[config.mk]
export PLATFORM = sky130hd
export DESIGN_NAME = busDecodeTop
export DESIGN_NICKNAME = d
export VERILOG_FILES = /design/src/busPkg.sv /design/src/spaceIf.sv /design/src/addressDecode.sv /design/src/ciaAccess.sv /design/src/cycleControl.sv /design/src/busDecodeTop.sv
export SDC_FILE = /design/constraint.sdc
export NUM_CORES = 1
export LEC_CHECK = 0
export ABC_AREA = 1
export BUFFER_PORTS_ARGS = -buffer_cell sky130_fd_sc_hd__buf_2
export CAP_MARGIN = 20
export CORE_MARGIN = 3
export CORE_UTILIZATION = 35
export CTS_BUF_LIST = sky130_fd_sc_hd__clkbuf_2 sky130_fd_sc_hd__clkbuf_4 sky130_fd_sc_hd__clkbuf_8
export DETAILED_ROUTE_END_ITERATION = 16
export SYNTH_ARGS = -nofsm -noshare
export SYNTH_HDL_FRONTEND = slang
export SYNTH_SLANG_ARGS = --single-unit
[constraint.sdc]
create_clock -name clk40 -period 2 [get_ports clk40]
set_input_delay 0.4 -clock clk40 [delete_from_list [all_inputs] [get_ports clk40]]
set_output_delay 0.4 -clock clk40 [all_outputs]
set_load 0.005 [all_outputs]
[src/busPkg.sv]
`default_nettype none

package busPkg;

    ////////////////////////////////////////
    // Latched address word, A[31:12]
    ////////////////////////////////////////

    typedef union packed {
        // Zorro II memory-map view
        struct packed {
            logic [7:0] highByte;   // A[31:24]
            logic [2:0] bank;       // A[23:21]
            logic [1:0] subBank;    // A[20:19]
            logic [6:0] page;       // A[18:12], bit 0 is A12
        } map;
        // CPU-space view for interrupt acknowledge
        struct packed {
            logic [15:0] upperSixteen;
            logic [3:0]  lowNibble;
        } cpu;
    } addrWord_u;

    // Space a cycle resolved to
    typedef enum logic [2:0] {
        spNone,
        spRom,
        spCia,
        spChipRam,
        spChipReg,
        spAutovec,
        spLocal
    } space_e;

    // Fixed map bytes, compared against A[23:16]
    localparam logic [7:0] CIA_BYTE      = 8'hBF;
    localparam logic [7:0] REG_BYTE      = 8'hDF;
    // High ROM, compared against A[23:19]
    localparam logic [4:0] ROM_HIGH_BITS = 5'b11111;

endpackage

`default_nettype wire

[src/spaceIf.sv]
`timescale 1ns/1ps
`default_nettype none

interface spaceIf import busPkg::*; ();

    // Latched cycle from the controller
    addrWord_u  addr;
    logic [1:0] tt;
    logic       lbClaim;
    logic       valid;
    // Boot overlay from the CIA block
    logic       ovl;
    // Decode result
    space_e     space;
    logic       known;

    modport decoder (input addr, ovl, lbClaim, tt, valid, output space, known);
    modport controller (output addr, tt, lbClaim, valid, input space, known);

endinterface

`default_nettype wire

[src/addressDecode.sv]
`timescale 1ns/1ps
`default_nettype none

module addressDecode import busPkg::*; (
    spaceIf.decoder sIf
);

    addrWord_u a;
    logic      z2Space;
    logic      romHit;
    logic      ciaHit;
    logic      ramHit;
    logic      regHit;
    logic      avecHit;

    assign a = sIf.addr;

    ////////////////////////////////////////
    // Memory-map view
    ////////////////////////////////////////

    // Low 16MB only
    assign z2Space = a.map.highByte == 8'h00;

    // Reset vector while overlaid, plus $F8-$FF always
    assign romHit = z2Space &&
                    ((sIf.ovl && a.map.bank == 3'b000) ||
                     ({a.map.bank, a.map.subBank} == ROM_HIGH_BITS));

    assign ciaHit = z2Space &&
                    {a.map.bank, a.map.subBank, a.map.page[6:4]} == CIA_BYTE;

    // Chip RAM shows through once the overlay drops
    assign ramHit = z2Space && !sIf.ovl && a.map.bank == 3'b000;

    assign regHit = z2Space &&
                    {a.map.bank, a.map.subBank, a.map.page[6:4]} == REG_BYTE;

    ////////////////////////////////////////
    // CPU-space view
    ////////////////////////////////////////

    // Interrupt acknowledge, always autovectored
    assign avecHit = sIf.tt == 2'b11 && a.cpu.upperSixteen == 16'hFFFF;

    // Any claimant at all
    assign sIf.known = sIf.valid &&
                       (sIf.lbClaim || avecHit || romHit || ciaHit || regHit || ramHit);

    // Local bus wins over everything
    always_comb begin
        if (!sIf.valid) begin
            sIf.space = spNone;
        end else if (sIf.lbClaim) begin
            sIf.space = spLocal;
        end else if (avecHit) begin
            sIf.space = spAutovec;
        end else if (romHit) begin
            sIf.space = spRom;
        end else if (ciaHit) begin
            sIf.space = spCia;
        end else if (regHit) begin
            sIf.space = spChipReg;
        end else if (ramHit) begin
            sIf.space = spChipRam;
        end else begin
            sIf.space = spNone;
        end
    end

    // Map regions never overlap, the priority chain would hide one
    always_comb begin
        assert final (!sIf.valid || $onehot0({romHit, ciaHit, regHit, ramHit}))
            else $error("overlapping memory-map regions decoded");
    end

endmodule

`default_nettype wire

[src/ciaAccess.sv]
`timescale 1ns/1ps
`default_nettype none

module ciaAccess #(
    parameter int E_DIV = 10
) (
    input  logic clk40,
    input  logic rst,
    input  logic ciaStart,
    input  logic rw,
    input  logic addr12,
    input  logic addr13,
    input  logic data0,
    output logic eClk,
    output logic nCiaCs0,
    output logic nCiaCs1,
    output logic ciaDone,
    output logic ovl
);

    localparam int E_LOW = E_DIV * 6 / 10;
    localparam int CW    = $clog2(E_DIV);

    logic [CW-1:0] phaseCnt;
    logic          eRise;
    logic          eFall;
    logic          pending;
    logic          csActive;

    ////////////////////////////////////////
    // E clock
    ////////////////////////////////////////

    // Both one cycle ahead of eClk itself
    assign eRise = phaseCnt == CW'(E_LOW - 1);
    assign eFall = phaseCnt == CW'(E_DIV - 1);

    always_ff @(posedge clk40) begin
        if (rst) begin
            phaseCnt <= '0;
            eClk     <= 1'b0;
        end else begin
            phaseCnt <= eFall ? '0 : phaseCnt + 1'b1;
            if (eRise) begin
                eClk <= 1'b1;
            end else if (eFall) begin
                eClk <= 1'b0;
            end
        end
    end

    ////////////////////////////////////////
    // Chip selects and overlay
    ////////////////////////////////////////

    always_ff @(posedge clk40) begin
        if (rst) begin
            pending  <= 1'b0;
            csActive <= 1'b0;
            nCiaCs0  <= 1'b1;
            nCiaCs1  <= 1'b1;
            ciaDone  <= 1'b0;
            ovl      <= 1'b1;
        end else begin
            ciaDone <= 1'b0;
            if (eRise && (pending || ciaStart)) begin
                // CIA-A on A12 low, CIA-B on A13 low
                pending  <= 1'b0;
                csActive <= 1'b1;
                nCiaCs0  <= addr12;
                nCiaCs1  <= addr13;
            end else if (ciaStart) begin
                pending <= 1'b1;
            end
            if (eFall && csActive) begin
                csActive <= 1'b0;
                nCiaCs0  <= 1'b1;
                nCiaCs1  <= 1'b1;
                ciaDone  <= 1'b1;
                // CIA-A port A bit 0 written low
                if (!rw && !addr12 && !data0) begin
                    ovl <= 1'b0;
                end
            end
        end
    end

    // Selects confined to the E-high phase
    assert property (@(posedge clk40) disable iff (rst) (!nCiaCs0 || !nCiaCs1) |-> eClk)
        else $error("CIA select low outside E high");

    // One access at a time from the controller
    assert property (@(posedge clk40) disable iff (rst) ciaStart |-> !pending && !csActive)
        else $error("ciaStart while CIA access in flight");

endmodule

`default_nettype wire

[src/cycleControl.sv]
`timescale 1ns/1ps
`default_nettype none

module cycleControl import busPkg::*; #(
    parameter int ROM_WAIT = 3
) (
    input  logic       clk40,
    input  logic       rst,
    input  logic       ts,
    input  logic [1:0] tt,
    input  logic       rw,
    input  addrWord_u  addr,
    input  logic       lbClaim,
    input  logic       data0,
    input  logic       chipAck,
    input  logic       ciaDone,
    spaceIf.controller sIf,
    output logic       ta,
    output logic       tea,
    output logic       avec,
    output logic       romEn,
    output logic       chipRamReq,
    output logic       chipRegReq,
    output logic       busy,
    output logic       ciaStart,
    output logic       ciaRw,
    output logic       ciaData0
);

    localparam int CW = (ROM_WAIT > 1) ? $clog2(ROM_WAIT) : 1;

    localparam logic [2:0] stIdle   = 3'd0;
    localparam logic [2:0] stDecode = 3'd1;
    localparam logic [2:0] stCount  = 3'd2;
    localparam logic [2:0] stChip   = 3'd3;
    localparam logic [2:0] stCia    = 3'd4;
    localparam logic [2:0] stTerm   = 3'd5;

    logic [2:0]    state;
    logic [CW-1:0] waitCnt;
    logic          accept;
    logic          errCyc;
    space_e        cycSpace;
    addrWord_u     addrLat;
    logic [1:0]    ttLat;
    logic          lbLat;
    logic          rwLat;
    logic          d0Lat;
    logic          valid;

    assign accept = ts && state == stIdle;

    // Latched cycle to decoder and CIA block
    assign sIf.addr    = addrLat;
    assign sIf.tt      = ttLat;
    assign sIf.lbClaim = lbLat;
    assign sIf.valid   = valid;
    assign ciaRw       = rwLat;
    assign ciaData0    = d0Lat;

    always_ff @(posedge clk40) begin
        if (accept) begin
            addrLat <= addr;
            ttLat   <= tt;
            lbLat   <= lbClaim;
            rwLat   <= rw;
            d0Lat   <= data0;
        end
    end

    ////////////////////////////////////////
    // Termination FSM
    ////////////////////////////////////////

    always_ff @(posedge clk40) begin
        if (rst) begin
            state      <= stIdle;
            waitCnt    <= '0;
            errCyc     <= 1'b0;
            cycSpace   <= spNone;
            valid      <= 1'b0;
            ta         <= 1'b0;
            tea        <= 1'b0;
            avec       <= 1'b0;
            romEn      <= 1'b0;
            chipRamReq <= 1'b0;
            chipRegReq <= 1'b0;
            busy       <= 1'b0;
            ciaStart   <= 1'b0;
        end else begin
            ciaStart <= 1'b0;
            case (state)
                stIdle: begin
                    if (accept) begin
                        valid <= 1'b1;
                        state <= stDecode;
                    end
                end
                stDecode: begin
                    busy     <= 1'b1;
                    cycSpace <= sIf.space;
                    errCyc   <= !sIf.known;
                    waitCnt  <= '0;
                    case (sIf.space)
                        spRom: begin
                            romEn   <= 1'b1;
                            waitCnt <= CW'(ROM_WAIT - 1);
                            state   <= stCount;
                        end
                        spChipRam: begin
                            chipRamReq <= 1'b1;
                            state      <= stChip;
                        end
                        spChipReg: begin
                            chipRegReq <= 1'b1;
                            state      <= stChip;
                        end
                        spCia: begin
                            ciaStart <= 1'b1;
                            state    <= stCia;
                        end
                        // Unknown, autovector, local bus: one cycle
                        default: state <= stCount;
                    endcase
                end
                stCount: begin
                    if (waitCnt != '0) begin
                        waitCnt <= waitCnt - 1'b1;
                    end else if (cycSpace == spLocal) begin
                        // local bus ends its own cycle
                        busy  <= 1'b0;
                        valid <= 1'b0;
                        state <= stIdle;
                    end else begin
                        ta    <= !errCyc;
                        tea   <= errCyc;
                        avec  <= cycSpace == spAutovec;
                        state <= stTerm;
                    end
                end
                stChip: begin
                    // Request held until the chipset answers
                    if (chipAck) begin
                        chipRamReq <= 1'b0;
                        chipRegReq <= 1'b0;
                        state      <= stCount;
                    end
                end
                stCia: begin
                    if (ciaDone) begin
                        ta    <= 1'b1;
                        state <= stTerm;
                    end
                end
                stTerm: begin
                    ta    <= 1'b0;
                    tea   <= 1'b0;
                    avec  <= 1'b0;
                    romEn <= 1'b0;
                    busy  <= 1'b0;
                    valid <= 1'b0;
                    state <= stIdle;
                end
                default: state <= stIdle;
            endcase
        end
    end

    assert property (@(posedge clk40) disable iff (rst) !(ta && tea))
        else $error("ta and tea together");

    // Starts must wait out the whole cycle, decode cycle included
    assert property (@(posedge clk40) disable iff (rst) ts |-> !busy && !$past(ts))
        else $error("ts while a cycle is in flight");

endmodule

`default_nettype wire

[src/busDecodeTop.sv]
`timescale 1ns/1ps
`default_nettype none

module busDecodeTop #(
    parameter int ROM_WAIT = 3,
    parameter int E_DIV    = 10
) (
    input  logic        clk40,
    input  logic        rst,
    input  logic        ts,
    input  logic [1:0]  tt,
    input  logic        rw,
    input  logic [19:0] addr,
    input  logic        lbClaim,
    input  logic        data0,
    input  logic        chipAck,
    output logic        ta,
    output logic        tea,
    output logic        avec,
    output logic        romEn,
    output logic        chipRamReq,
    output logic        chipRegReq,
    output logic        nCiaCs0,
    output logic        nCiaCs1,
    output logic        eClk,
    output logic        busy
);

    logic ovl;
    logic ciaStart;
    logic ciaDone;
    logic ciaRw;
    logic ciaData0;

    spaceIf spaceBus ();

    // Overlay feeds the map decode
    assign spaceBus.ovl = ovl;

    addressDecode decoder (
        .sIf (spaceBus.decoder)
    );

    ////////////////////////////////////////
    // CIA side, A12/A13 from the latch
    ////////////////////////////////////////

    ciaAccess #(
        .E_DIV (E_DIV)
    ) ciaSeq (
        .clk40    (clk40),
        .rst      (rst),
        .ciaStart (ciaStart),
        .rw       (ciaRw),
        .addr12   (spaceBus.addr.map.page[0]),
        .addr13   (spaceBus.addr.map.page[1]),
        .data0    (ciaData0),
        .eClk     (eClk),
        .nCiaCs0  (nCiaCs0),
        .nCiaCs1  (nCiaCs1),
        .ciaDone  (ciaDone),
        .ovl      (ovl)
    );

    cycleControl #(
        .ROM_WAIT (ROM_WAIT)
    ) cycleCtl (
        .clk40      (clk40),
        .rst        (rst),
        .ts         (ts),
        .tt         (tt),
        .rw         (rw),
        .addr       (addr),
        .lbClaim    (lbClaim),
        .data0      (data0),
        .chipAck    (chipAck),
        .ciaDone    (ciaDone),
        .sIf        (spaceBus.controller),
        .ta         (ta),
        .tea        (tea),
        .avec       (avec),
        .romEn      (romEn),
        .chipRamReq (chipRamReq),
        .chipRegReq (chipRegReq),
        .busy       (busy),
        .ciaStart   (ciaStart),
        .ciaRw      (ciaRw),
        .ciaData0   (ciaData0)
    );

endmodule

`default_nettype wire

==> results of run 1 <==
-- state kept, by name (all words and copies together) (netlist names), 2 cells and up --
| signal | flops |
|---|---|
| cycleCtl.cycSpace | 3 |
| ciaSeq.phaseCnt | 4 |
| cycleCtl.waitCnt | 2 |
| cycleCtl.sIf.tt | 2 |
| cycleCtl.sIf.addr | 18 |
| cycleCtl.state | 3 |
-- cell usage after synthesis (all sizes together) (3+ instances only) --
cell and number:
nand4 3, nor3 5, nor2 37, nand2 51, edfxtp 23, a21oi 18, nand3 13, dfxtp 29
inv 30, o21bai 3, o21ai 15, ha 3
-- layout make-up --
cell class	count	area [µm²]	share of cell area, %
clock buffer	8	91.3	3.57
inverter	30	113	4.41
multi-input combinational	161	800	31.3
sequential	52	1270	49.7
tap	75	93.8	3.67
timing repair buffer	37	188	7.34
-- final timing paths --
path	end	cells past startpoint	from	slack (ns)
worst min-delay path	cycleCtl.sIf.addr[15]	1	addr[15]	0.27
worst max-delay path	cycleCtl.state[0]	11	cycleCtl.sIf.addr[19]	0.28
worst min register to register	cycleCtl.chipRegReq	2	cycleCtl.chipRegReq	0.46
worst max register to register	cycleCtl.state[0]	11	cycleCtl.sIf.addr[19]	0.28
-- metrics by stage --
step | util [%] | total power [mW] | hold WS [ns] | cell area [µm²]
floorplan | - | 2.12 | 0.433 | 2190
global placement | 41.1 | 2.32 | 0.445 | 2460
detailed placement | 41.1 | 2.33 | 0.445 | 2460
CTS | 42.6 | 2.94 | 0.265 | 2550
global route | 42.7 | 3.15 | 0.255 | 2560
finish | 42.7 | 2.91 | 0.268 | 2560
-- per-layer routing --
metal	part of all wire, %	track usage [%]	vias to the layer above
met3	4.0	2.33	7
met1	47	16.2	745
met4	1.7	4.75	0
li1	-	-	900
met5	0	0	-
met2	47	19.1	30
-- power by group --
part / leakage (nW) / total (mW) / internal [mW] / switching (mW)
combinational: 0.551 / 0.758 / 0.274 / 0.485
clock: 0.0498 / 0.611 / 0.290 / 0.321
sequential: 0.454 / 1.54 / 1.39 / 0.150
total: 1.05 / 2.91 / 1.95 / 0.955
-- logic make-up after synthesis --
family / count (synthesis)
XOR/XNOR: 1
buffers and inverters: 32
flip-flops: 52
adder cells (fa/ha/maj): 3
AND/OR/NAND/NOR: 117
multiplexers: 1
AO/OA/AOI/OAI: 39
==> flow_summary.json, run 1 <==
{
  "cp.arrival_ns": 1.96,
  "cts_buffers": 5,
  "critPathMostFrequentCell": "nand2_1",
  "portBuffers": 36,
  "netlist-cell-type-count": 30,
  "cp.required_ns": 2.24,
  "synthMuxAreaShare_pct": 0.457,
  "ir_drop_v": 0.000553,
  "final.setup.worst_slack_ns": 0.276,
  "crit_path_max_incr_delay_ns": 0.39,
  "grt_start_max_net_pins": 24,
  "synth_top_family_by_area": "simple AND/OR/NAND/NOR gates",
  "cts_tree": "done",
  "critPathKind": "flop to flop",
  "drt-vias-per-instance": 4.63,
  "synthXorXnorAreaFrac_pct": 0.400,
  "clock.fmax_mhz": 580,
  "critPathTopFamily": "simple AND/OR/NAND/NOR gates",
  "yosys.area_share.simple_pct": 24.0,
  "design.core.area_mm2": 0.00599,
  "pre_cts_slack_ns": 0.277,
  "grt_first_pass_wirelength_um": 6970,
  "syn_area_per_cell_um2": 8.93,
  "crit_path_max_fanout": 4,
  "fin_nets": 319,
  "clkTransAtPathRegs_ns": 0.09,
  "period_minus_slack_ns": 1.72,
  "power.leakage_nw": 1.05,
  "synthAdderAreaFrac_pct": 1.72,
  "skew_ns": 0.00673,
  "grtUsageTotal_pct": 12.0,
  "antenna_found_initial": 0,
  "worstSkewPairLatency_ns": 0.30,
  "fin_cells": 363,
  "grt_pass1_vias": 1610,
  "synth_seq_cells": 52,
  "drive_gt1_share_pct": 21.2,
  "cp-start-kind": "flop",
  "dp_cells": 355,
  "grt_overflow": 0,
  "crit_buf_inv": 0,
  "cp_slowest_cell": "edfxtp_1",
  "clockRootBuffer": "clkbuf_8",
  "start_util_pct": 36.5,
  "ys_warn_count": 0,
  "synth-edff-count": 23,
  "power_density_mw_per_mm2": 1140,
  "synth_top_area_share_pct": 31.6,
  "worstMarginPinSlew_ns": 0.356,
  "ios": 39,
  "end_kind": "flop",
  "yosysSeqAreaShare_pct": 58.1,
  "fillCellCount": 620,
  "postCtsHoldBufs": 0,
  "synth_compound_area_share_pct": 9.83,
  "die_x_um": 85.1,
  "fp.dieArea_mm2": 0.00724,
  "final_antenna_net_count": 0,
  "dr_total_vias": 1682,
  "worstPathCellList": "nor2_1, nand2_1, nor2_2, nand3_1, nand3_1, nand2_1, nor2_1, nand2_1, nand2_1, nand2_1, a21oi_1",
  "cts_resized": 0,
  "dr.pass1.iters": 4,
  "status": "completed",
  "syn_area_mm2": 0.00219,
  "final_cell_mix": "51 x nand2_1, 36 x buf_2, 32 x nor2_1",
  "clkSinkCount": 52,
  "core.rowCount": 28,
  "setup_tns_ns": 0,
  "synthArstFlopShare_pct": 0,
  "fp.dieH_um": 85.1,
  "max_cap_viol_count": 0,
  "drt-initial-drc-count": 44,
  "slew_viol_final": 0,
  "antenna_cells": 0,
  "final_common_cell": "nand2_1",
  "yosysTopAreaCell": "edfxtp_1",
  "hold_viol": 0,
  "dp_hpwl_um": 3020,
  "place.gp.congestion": 0.794,
  "wl_per_cell_um": 11.0,
  "setup_viol": 0,
  "area_growth_pct": 16.8,
  "synth.top_cells.by_area": "edfxtp_1 32%, dfxtp_1 27%, nand2_1 8.7%",
  "cts_buffer_depth": 2,
  "drc": 0,
  "slew_headroom_pct": 76.1,
  "post-route-period-util_pct": 86.2,
  "htreeDepth": 2,
  "hp-class": "input port to flop",
  "synth_fp_nets": 277,
  "wirelength_um": 4010,
  "post_cts_buffers": 0,
  "syn_inst": 245,
  "synth_ff_type": "dfxtp_1",
  "rsz0062_at_grt": "false"
}
No activity file was read; power rests on OpenSTA's default activity.
==> run 2, diff against run 1 <==
--- a/config.mk
+++ b/config.mk
@@ -12,6 +12,7 @@
 export CORE_UTILIZATION = 35
 export CTS_BUF_LIST = sky130_fd_sc_hd__clkbuf_2 sky130_fd_sc_hd__clkbuf_4 sky130_fd_sc_hd__clkbuf_8
 export DETAILED_ROUTE_END_ITERATION = 16
+export REMOVE_ABC_BUFFERS = 1
 export SYNTH_ARGS = -nofsm -noshare
 export SYNTH_HDL_FRONTEND = slang
 export SYNTH_SLANG_ARGS = --single-unit
==> run 2 against run 1 <==
Net effect: non-clock buffer count increased by 1; hold slack improved by 0.0051 ns; clock power increased by 15%; first-iteration DRC count increased by 77%.
==> flow_summary.json, run 2 (synthesized netlist as in run 1, its figures left out) <==
{
  "rr_endpoint": "cycleCtl.state[0]",
  "post-route-period-util_pct": 87.7,
  "period_minus_slack_ns": 1.75,
  "portBuffers": 36,
  "largest_register_ff_count": 18,
  "area_growth_pct": 18.1,
  "cts_buffer_depth": 2,
  "fin_nets": 320,
  "grtUsageTotal_pct": 11.9,
  "grt_overflow": 0,
  "design.core.area_mm2": 0.00599,
  "clkSinkCount": 52,
  "max_cap_viol_count": 0,
  "final_antenna_net_count": 0,
  "critPathKind": "flop to flop",
  "critPathLaunch": "cycleCtl.sIf.addr[11]",
  "core.rowCount": 28,
  "cp.arrival_ns": 1.99,
  "ff2ff_path_depth": 12,
  "r2r_start": "cycleCtl.sIf.addr[11]",
  "grt_start_max_net_pins": 24,
  "skew_ns": 0.00634,
  "register_area_mm2": 0.00127,
  "drc": 0,
  "cp.required_ns": 2.24,
  "fp.dieArea_mm2": 0.00724,
  "wl_per_cell_um": 11.1,
  "antenna_found_initial": 0,
  "crit_path_max_fanout": 5,
  "dr.pass1.iters": 4,
  "worstSkewPairLatency_ns": 0.30,
  "slew_viol_final": 0,
  "wirelength_um": 4040,
  "drt-vias-per-instance": 4.60,
  "ios": 39,
  "cts_buffers": 5,
  "cp-start-kind": "flop",
  "min_from": "addr[10]",
  "grt_first_pass_wirelength_um": 6870,
  "postCtsHoldBufs": 0,
  "slew_headroom_pct": 77.3,
  "place.gp.congestion": 0.796,
  "drt-initial-drc-count": 78,
  "hp-class": "input port to flop",
  "clock.fmax_mhz": 570,
  "grt_pass1_vias": 1547,
  "power_density_mw_per_mm2": 1170,
  "worstMarginPinSlew_ns": 0.338,
  "final_cell_mix": "51 x nand2_1, 36 x buf_2, 32 x nor2_1",
  "clockRootBuffer": "clkbuf_8",
  "end_kind": "flop",
  "ir_drop_v": 0.000663,
  "rsz0062_at_grt": "false",
  "drive_gt1_share_pct": 21.5,
  "clkTransAtPathRegs_ns": 0.09,
  "power.leakage_nw": 1.07,
  "multiInputGateArea_um2": 800,
  "die_x_um": 85.1,
  "antenna_cells": 0,
  "fillCellCount": 608,
  "fp.dieH_um": 85.1,
  "cts_tree": "done",
  "htreeDepth": 2,
  "reg2reg_setup_slack_ns": 0.25,
  "final_common_cell": "nand2_1",
  "dp_hpwl_um": 3060,
  "start_util_pct": 36.5,
  "dr_total_vias": 1673,
  "status": "completed",
  "crit_path_end": "cycleCtl.state[0]",
  "setup_tns_ns": 0,
  "setup_viol": 0,
  "hold_ws_ns": 0.273,
  "hold_viol": 0
}
[run 2: layout make-up]
type                            instances  share of cell area, %
Sequential cell                        52                   49.2
Clock inverter                          2                   1.36
Inverter                               30                   4.36
Timing Repair Buffer                   38                   7.55
Multi-Input combinational cell        161                   30.9
Clock buffer                            6                   2.95
Tap cell                               75                   3.63
[run 2: power breakdown]
part / leakage (nW) / internal, mW / total, mW / switching (mW)
sequential: 0.454 / 1.39 / 1.54 / 0.150
clock: 0.0586 / 0.385 / 0.704 / 0.319
combinational: 0.556 / 0.274 / 0.767 / 0.493
total: 1.07 / 2.05 / 3.01 / 0.962
[run 2: how the worst min path moves through the flow]
stage / end / cells after the start
5_1_grt: cycleCtl.sIf.addr[5] / 1
3_5_place_dp: ciaSeq.nCiaCs0 / 2
2_1_floorplan: ciaSeq.ovl / 2
6_report: cycleCtl.sIf.addr[10] / 1
3_3_place_gp: ciaSeq.ovl / 2
4_1_cts: cycleCtl.sIf.addr[1] / 1
[run 2: per-stage QoR]
| step | setup WS (ns) | total power, mW | std cells | utilization, % | instance area [µm²] |
|---|---|---|---|---|---|
| 2_1_floorplan | 0.469 | 2.11 | 243 | - | 2180 |
| 3_3_place_gp | 0.266 | 2.32 | 356 | 41.2 | 2470 |
| 3_5_place_dp | 0.191 | 2.34 | 356 | 41.2 | 2470 |
| 4_1_cts | 0.178 | 3.06 | 364 | 43.1 | 2580 |
| 5_1_grt | 0.0241 | 3.25 | 364 | 43.1 | 2580 |
| 6_report | 0.246 | 3.01 | 364 | 43.1 | 2580 |
[run 2: worst max-delay path: stages, from the launching register on]
cell and delay (ns):
edfxtp_1 0.42, nand2_1 0.10, nor2_1 0.05, and2_1 0.15
nand2_1 0.10, nand3_1 0.09, nand2_1 0.18, nand2_1 0.08
nor2_1 0.17, nand2_1 0.10, nand2_1 0.07, nand2_1 0.05
a21oi_1 0.11
[run 2: routing by layer]
metal	track usage, %	vias to the layer above	routed length, µm
li1	-	895	-
met5	0	-	0
met3	3.11	5	154
met1	15.7	746	1940
met2	19.0	27	1900
met4	3.88	0	45
[run 2: what timing repair did]
item | CTS | global route
setup endpoints to repair | 0 | 2
resized for setup | 0 | 1
setup buffers | 0 | 0
==> run 3, diff against run 2 <==
--- a/config.mk
+++ b/config.mk
@@ -8,10 +8,10 @@
 export ABC_AREA = 1
 export BUFFER_PORTS_ARGS = -buffer_cell sky130_fd_sc_hd__buf_2
 export CAP_MARGIN = 20
-export CORE_MARGIN = 3
-export CORE_UTILIZATION = 35
+export CORE_UTILIZATION = 55
 export CTS_BUF_LIST = sky130_fd_sc_hd__clkbuf_2 sky130_fd_sc_hd__clkbuf_4 sky130_fd_sc_hd__clkbuf_8
 export DETAILED_ROUTE_END_ITERATION = 16
+export PLACE_DENSITY = 0.79
 export REMOVE_ABC_BUFFERS = 1
 export SYNTH_ARGS = -nofsm -noshare
 export SYNTH_HDL_FRONTEND = slang
==> run 3 against run 2 <==
Net effect: clock power is 18% lower; critical path type unchanged; largest power group unchanged; register-to-register slack worse by 0.06 ns; via count grew 0.66%; critical endpoint is now cycleCtl.waitCnt[1].
==> flow_summary.json, run 3 (synthesized netlist as in run 1, its figures left out) <==
{
  "wl_per_cell_um": 11.2,
  "ir_drop_v": 0.000616,
  "cts_buffer_depth": 2,
  "grt_start_max_net_pins": 24,
  "rsz0062_at_grt": "false",
  "dr.pass1.iters": 4,
  "clkSinkCount": 52,
  "hold_viol": 0,
  "worstPathCellList": "nor2_1, nand2_1, nor2_2, nand2_1, nand3_1, nand2_1, nor2_1, nand2_1, mux2i_1, o21bai_1, inv_1",
  "critPathTopFamily": "simple AND/OR/NAND/NOR gates",
  "post-route-period-util_pct": 90.6,
  "power.leakage_nw": 1.06,
  "final_antenna_net_count": 0,
  "setup_tns_ns": 0,
  "slew_viol_final": 0,
  "slew_headroom_pct": 77.8,
  "hold_ws_ns": 0.262,
  "cts_resized": 0,
  "final_cell_mix": "51 x nand2_1, 36 x buf_2, 33 x nor2_1",
  "period_minus_slack_ns": 1.81,
  "design.core.area_mm2": 0.00374,
  "ios": 39,
  "cp.required_ns": 2.26,
  "max_cap_viol_count": 0,
  "power_density_mw_per_mm2": 1140,
  "fp.dieH_um": 65.1,
  "start_util_pct": 58.5,
  "clockRootBuffer": "clkbuf_8",
  "dp_cells": 329,
  "cp.arrival_ns": 2.07,
  "htreeDepth": 2,
  "clock.fmax_mhz": 552,
  "status": "completed",
  "drive_gt1_share_pct": 20.8,
  "core.rowCount": 22,
  "dr_total_vias": 1684,
  "post_cts_buffers": 0,
  "cp_slowest_cell": "edfxtp_1",
  "drt-vias-per-instance": 5.00,
  "grt_pass1_vias": 1478,
  "area_growth_pct": 15.3,
  "antenna_cells": 0,
  "wirelength_um": 3760,
  "grt_overflow": 0,
  "die_x_um": 65.1,
  "grtUsageTotal_pct": 20.3,
  "worstMarginPinSlew_ns": 0.331,
  "portBuffers": 36,
  "clkTransAtPathRegs_ns": 0.09,
  "fin_cells": 337,
  "skew_ns": 0.00584,
  "crit_buf_inv": 1,
  "critPathKind": "flop to flop",
  "place.gp.congestion": 0.856,
  "postCtsHoldBufs": 0,
  "hp-class": "input port to flop",
  "largest_register_ff_count": 18,
  "crit_path_max_fanout": 5,
  "crit_path_max_incr_delay_ns": 0.39,
  "setup_viol": 0,
  "end_kind": "flop",
  "grt_first_pass_wirelength_um": 6340,
  "drc": 0,
  "fp.dieArea_mm2": 0.00423,
  "cp-start-kind": "flop",
  "fin_nets": 320,
  "cts_buffers": 5,
  "antenna_found_initial": 0,
  "worstSkewPairLatency_ns": 0.31,
  "drt-initial-drc-count": 55,
  "critPathMostFrequentCell": "nand2_1",
  "utilization_pct": 67.4,
  "cts_tree": "done",
  "dp_hpwl_um": 2790,
  "final_common_cell": "nand2_1"
}
==> run 3: where the power goes <==
group / switching [mW] / internal [mW] / total, mW
clock: 0.332 / 0.244 / 0.577
sequential: 0.153 / 1.39 / 1.54
combinational: 0.486 / 0.274 / 0.760
total: 0.972 / 1.91 / 2.88
==> run 3: metrics by stage <==
step / instance area [µm²] / total power, mW / worst slack, ns
after floorplan: 2180 / 2.11 / 0.469
after global placement: 2440 / 2.30 / 0.295
after detailed placement: 2440 / 2.32 / 0.210
after CTS: 2520 / 2.89 / 0.187
after global routing: 2520 / 3.09 / 0.0304
final: 2520 / 2.88 / 0.188
==> run 3: worst paths after layout <==
| path | startpoint | to | cells after the start | slack (ns) |
|---|---|---|---|---|
| hold reg to reg | ciaSeq.nCiaCs1 | ciaSeq.nCiaCs1 | 2 | 0.46 |
| setup reg to reg | cycleCtl.sIf.addr[16] | cycleCtl.waitCnt[1] | 11 | 0.19 |
| setup / recovery | cycleCtl.sIf.addr[16] | cycleCtl.waitCnt[1] | 11 | 0.19 |
| hold / removal | addr[10] | cycleCtl.sIf.addr[10] | 1 | 0.26 |
==> run 3: layout make-up <==
class | instances | area [µm²]
sequential | 52 | 1270
fill | 340 | 1220
multi-input combinational | 161 | 797
timing repair buffer | 38 | 195
inverter | 30 | 113
clock buffer | 5 | 68.8
tap | 48 | 60.1
clock inverter | 3 | 17.5
==> run 3: worst register-to-register path, stage by stage (launching register included) <==
cell      delay [ns]
edfxtp_1        0.39
nor2_1          0.14
nand2_1         0.08
nor2_2          0.18
nand2_1         0.11
nand3_1         0.10
nand2_1         0.12
nor2_1          0.25
nand2_1         0.11
mux2i_1         0.15
o21bai_1        0.09
inv_1           0.05
==> run 3: metal layers <==
layer,vias up,GRT usage (%),wire length [µm]
met2,36,33.1,1750
met3,9,7.04,220
met4,0,8.70,70
met5,-,0,0
met1,745,24.3,1720
li1,894,-,-
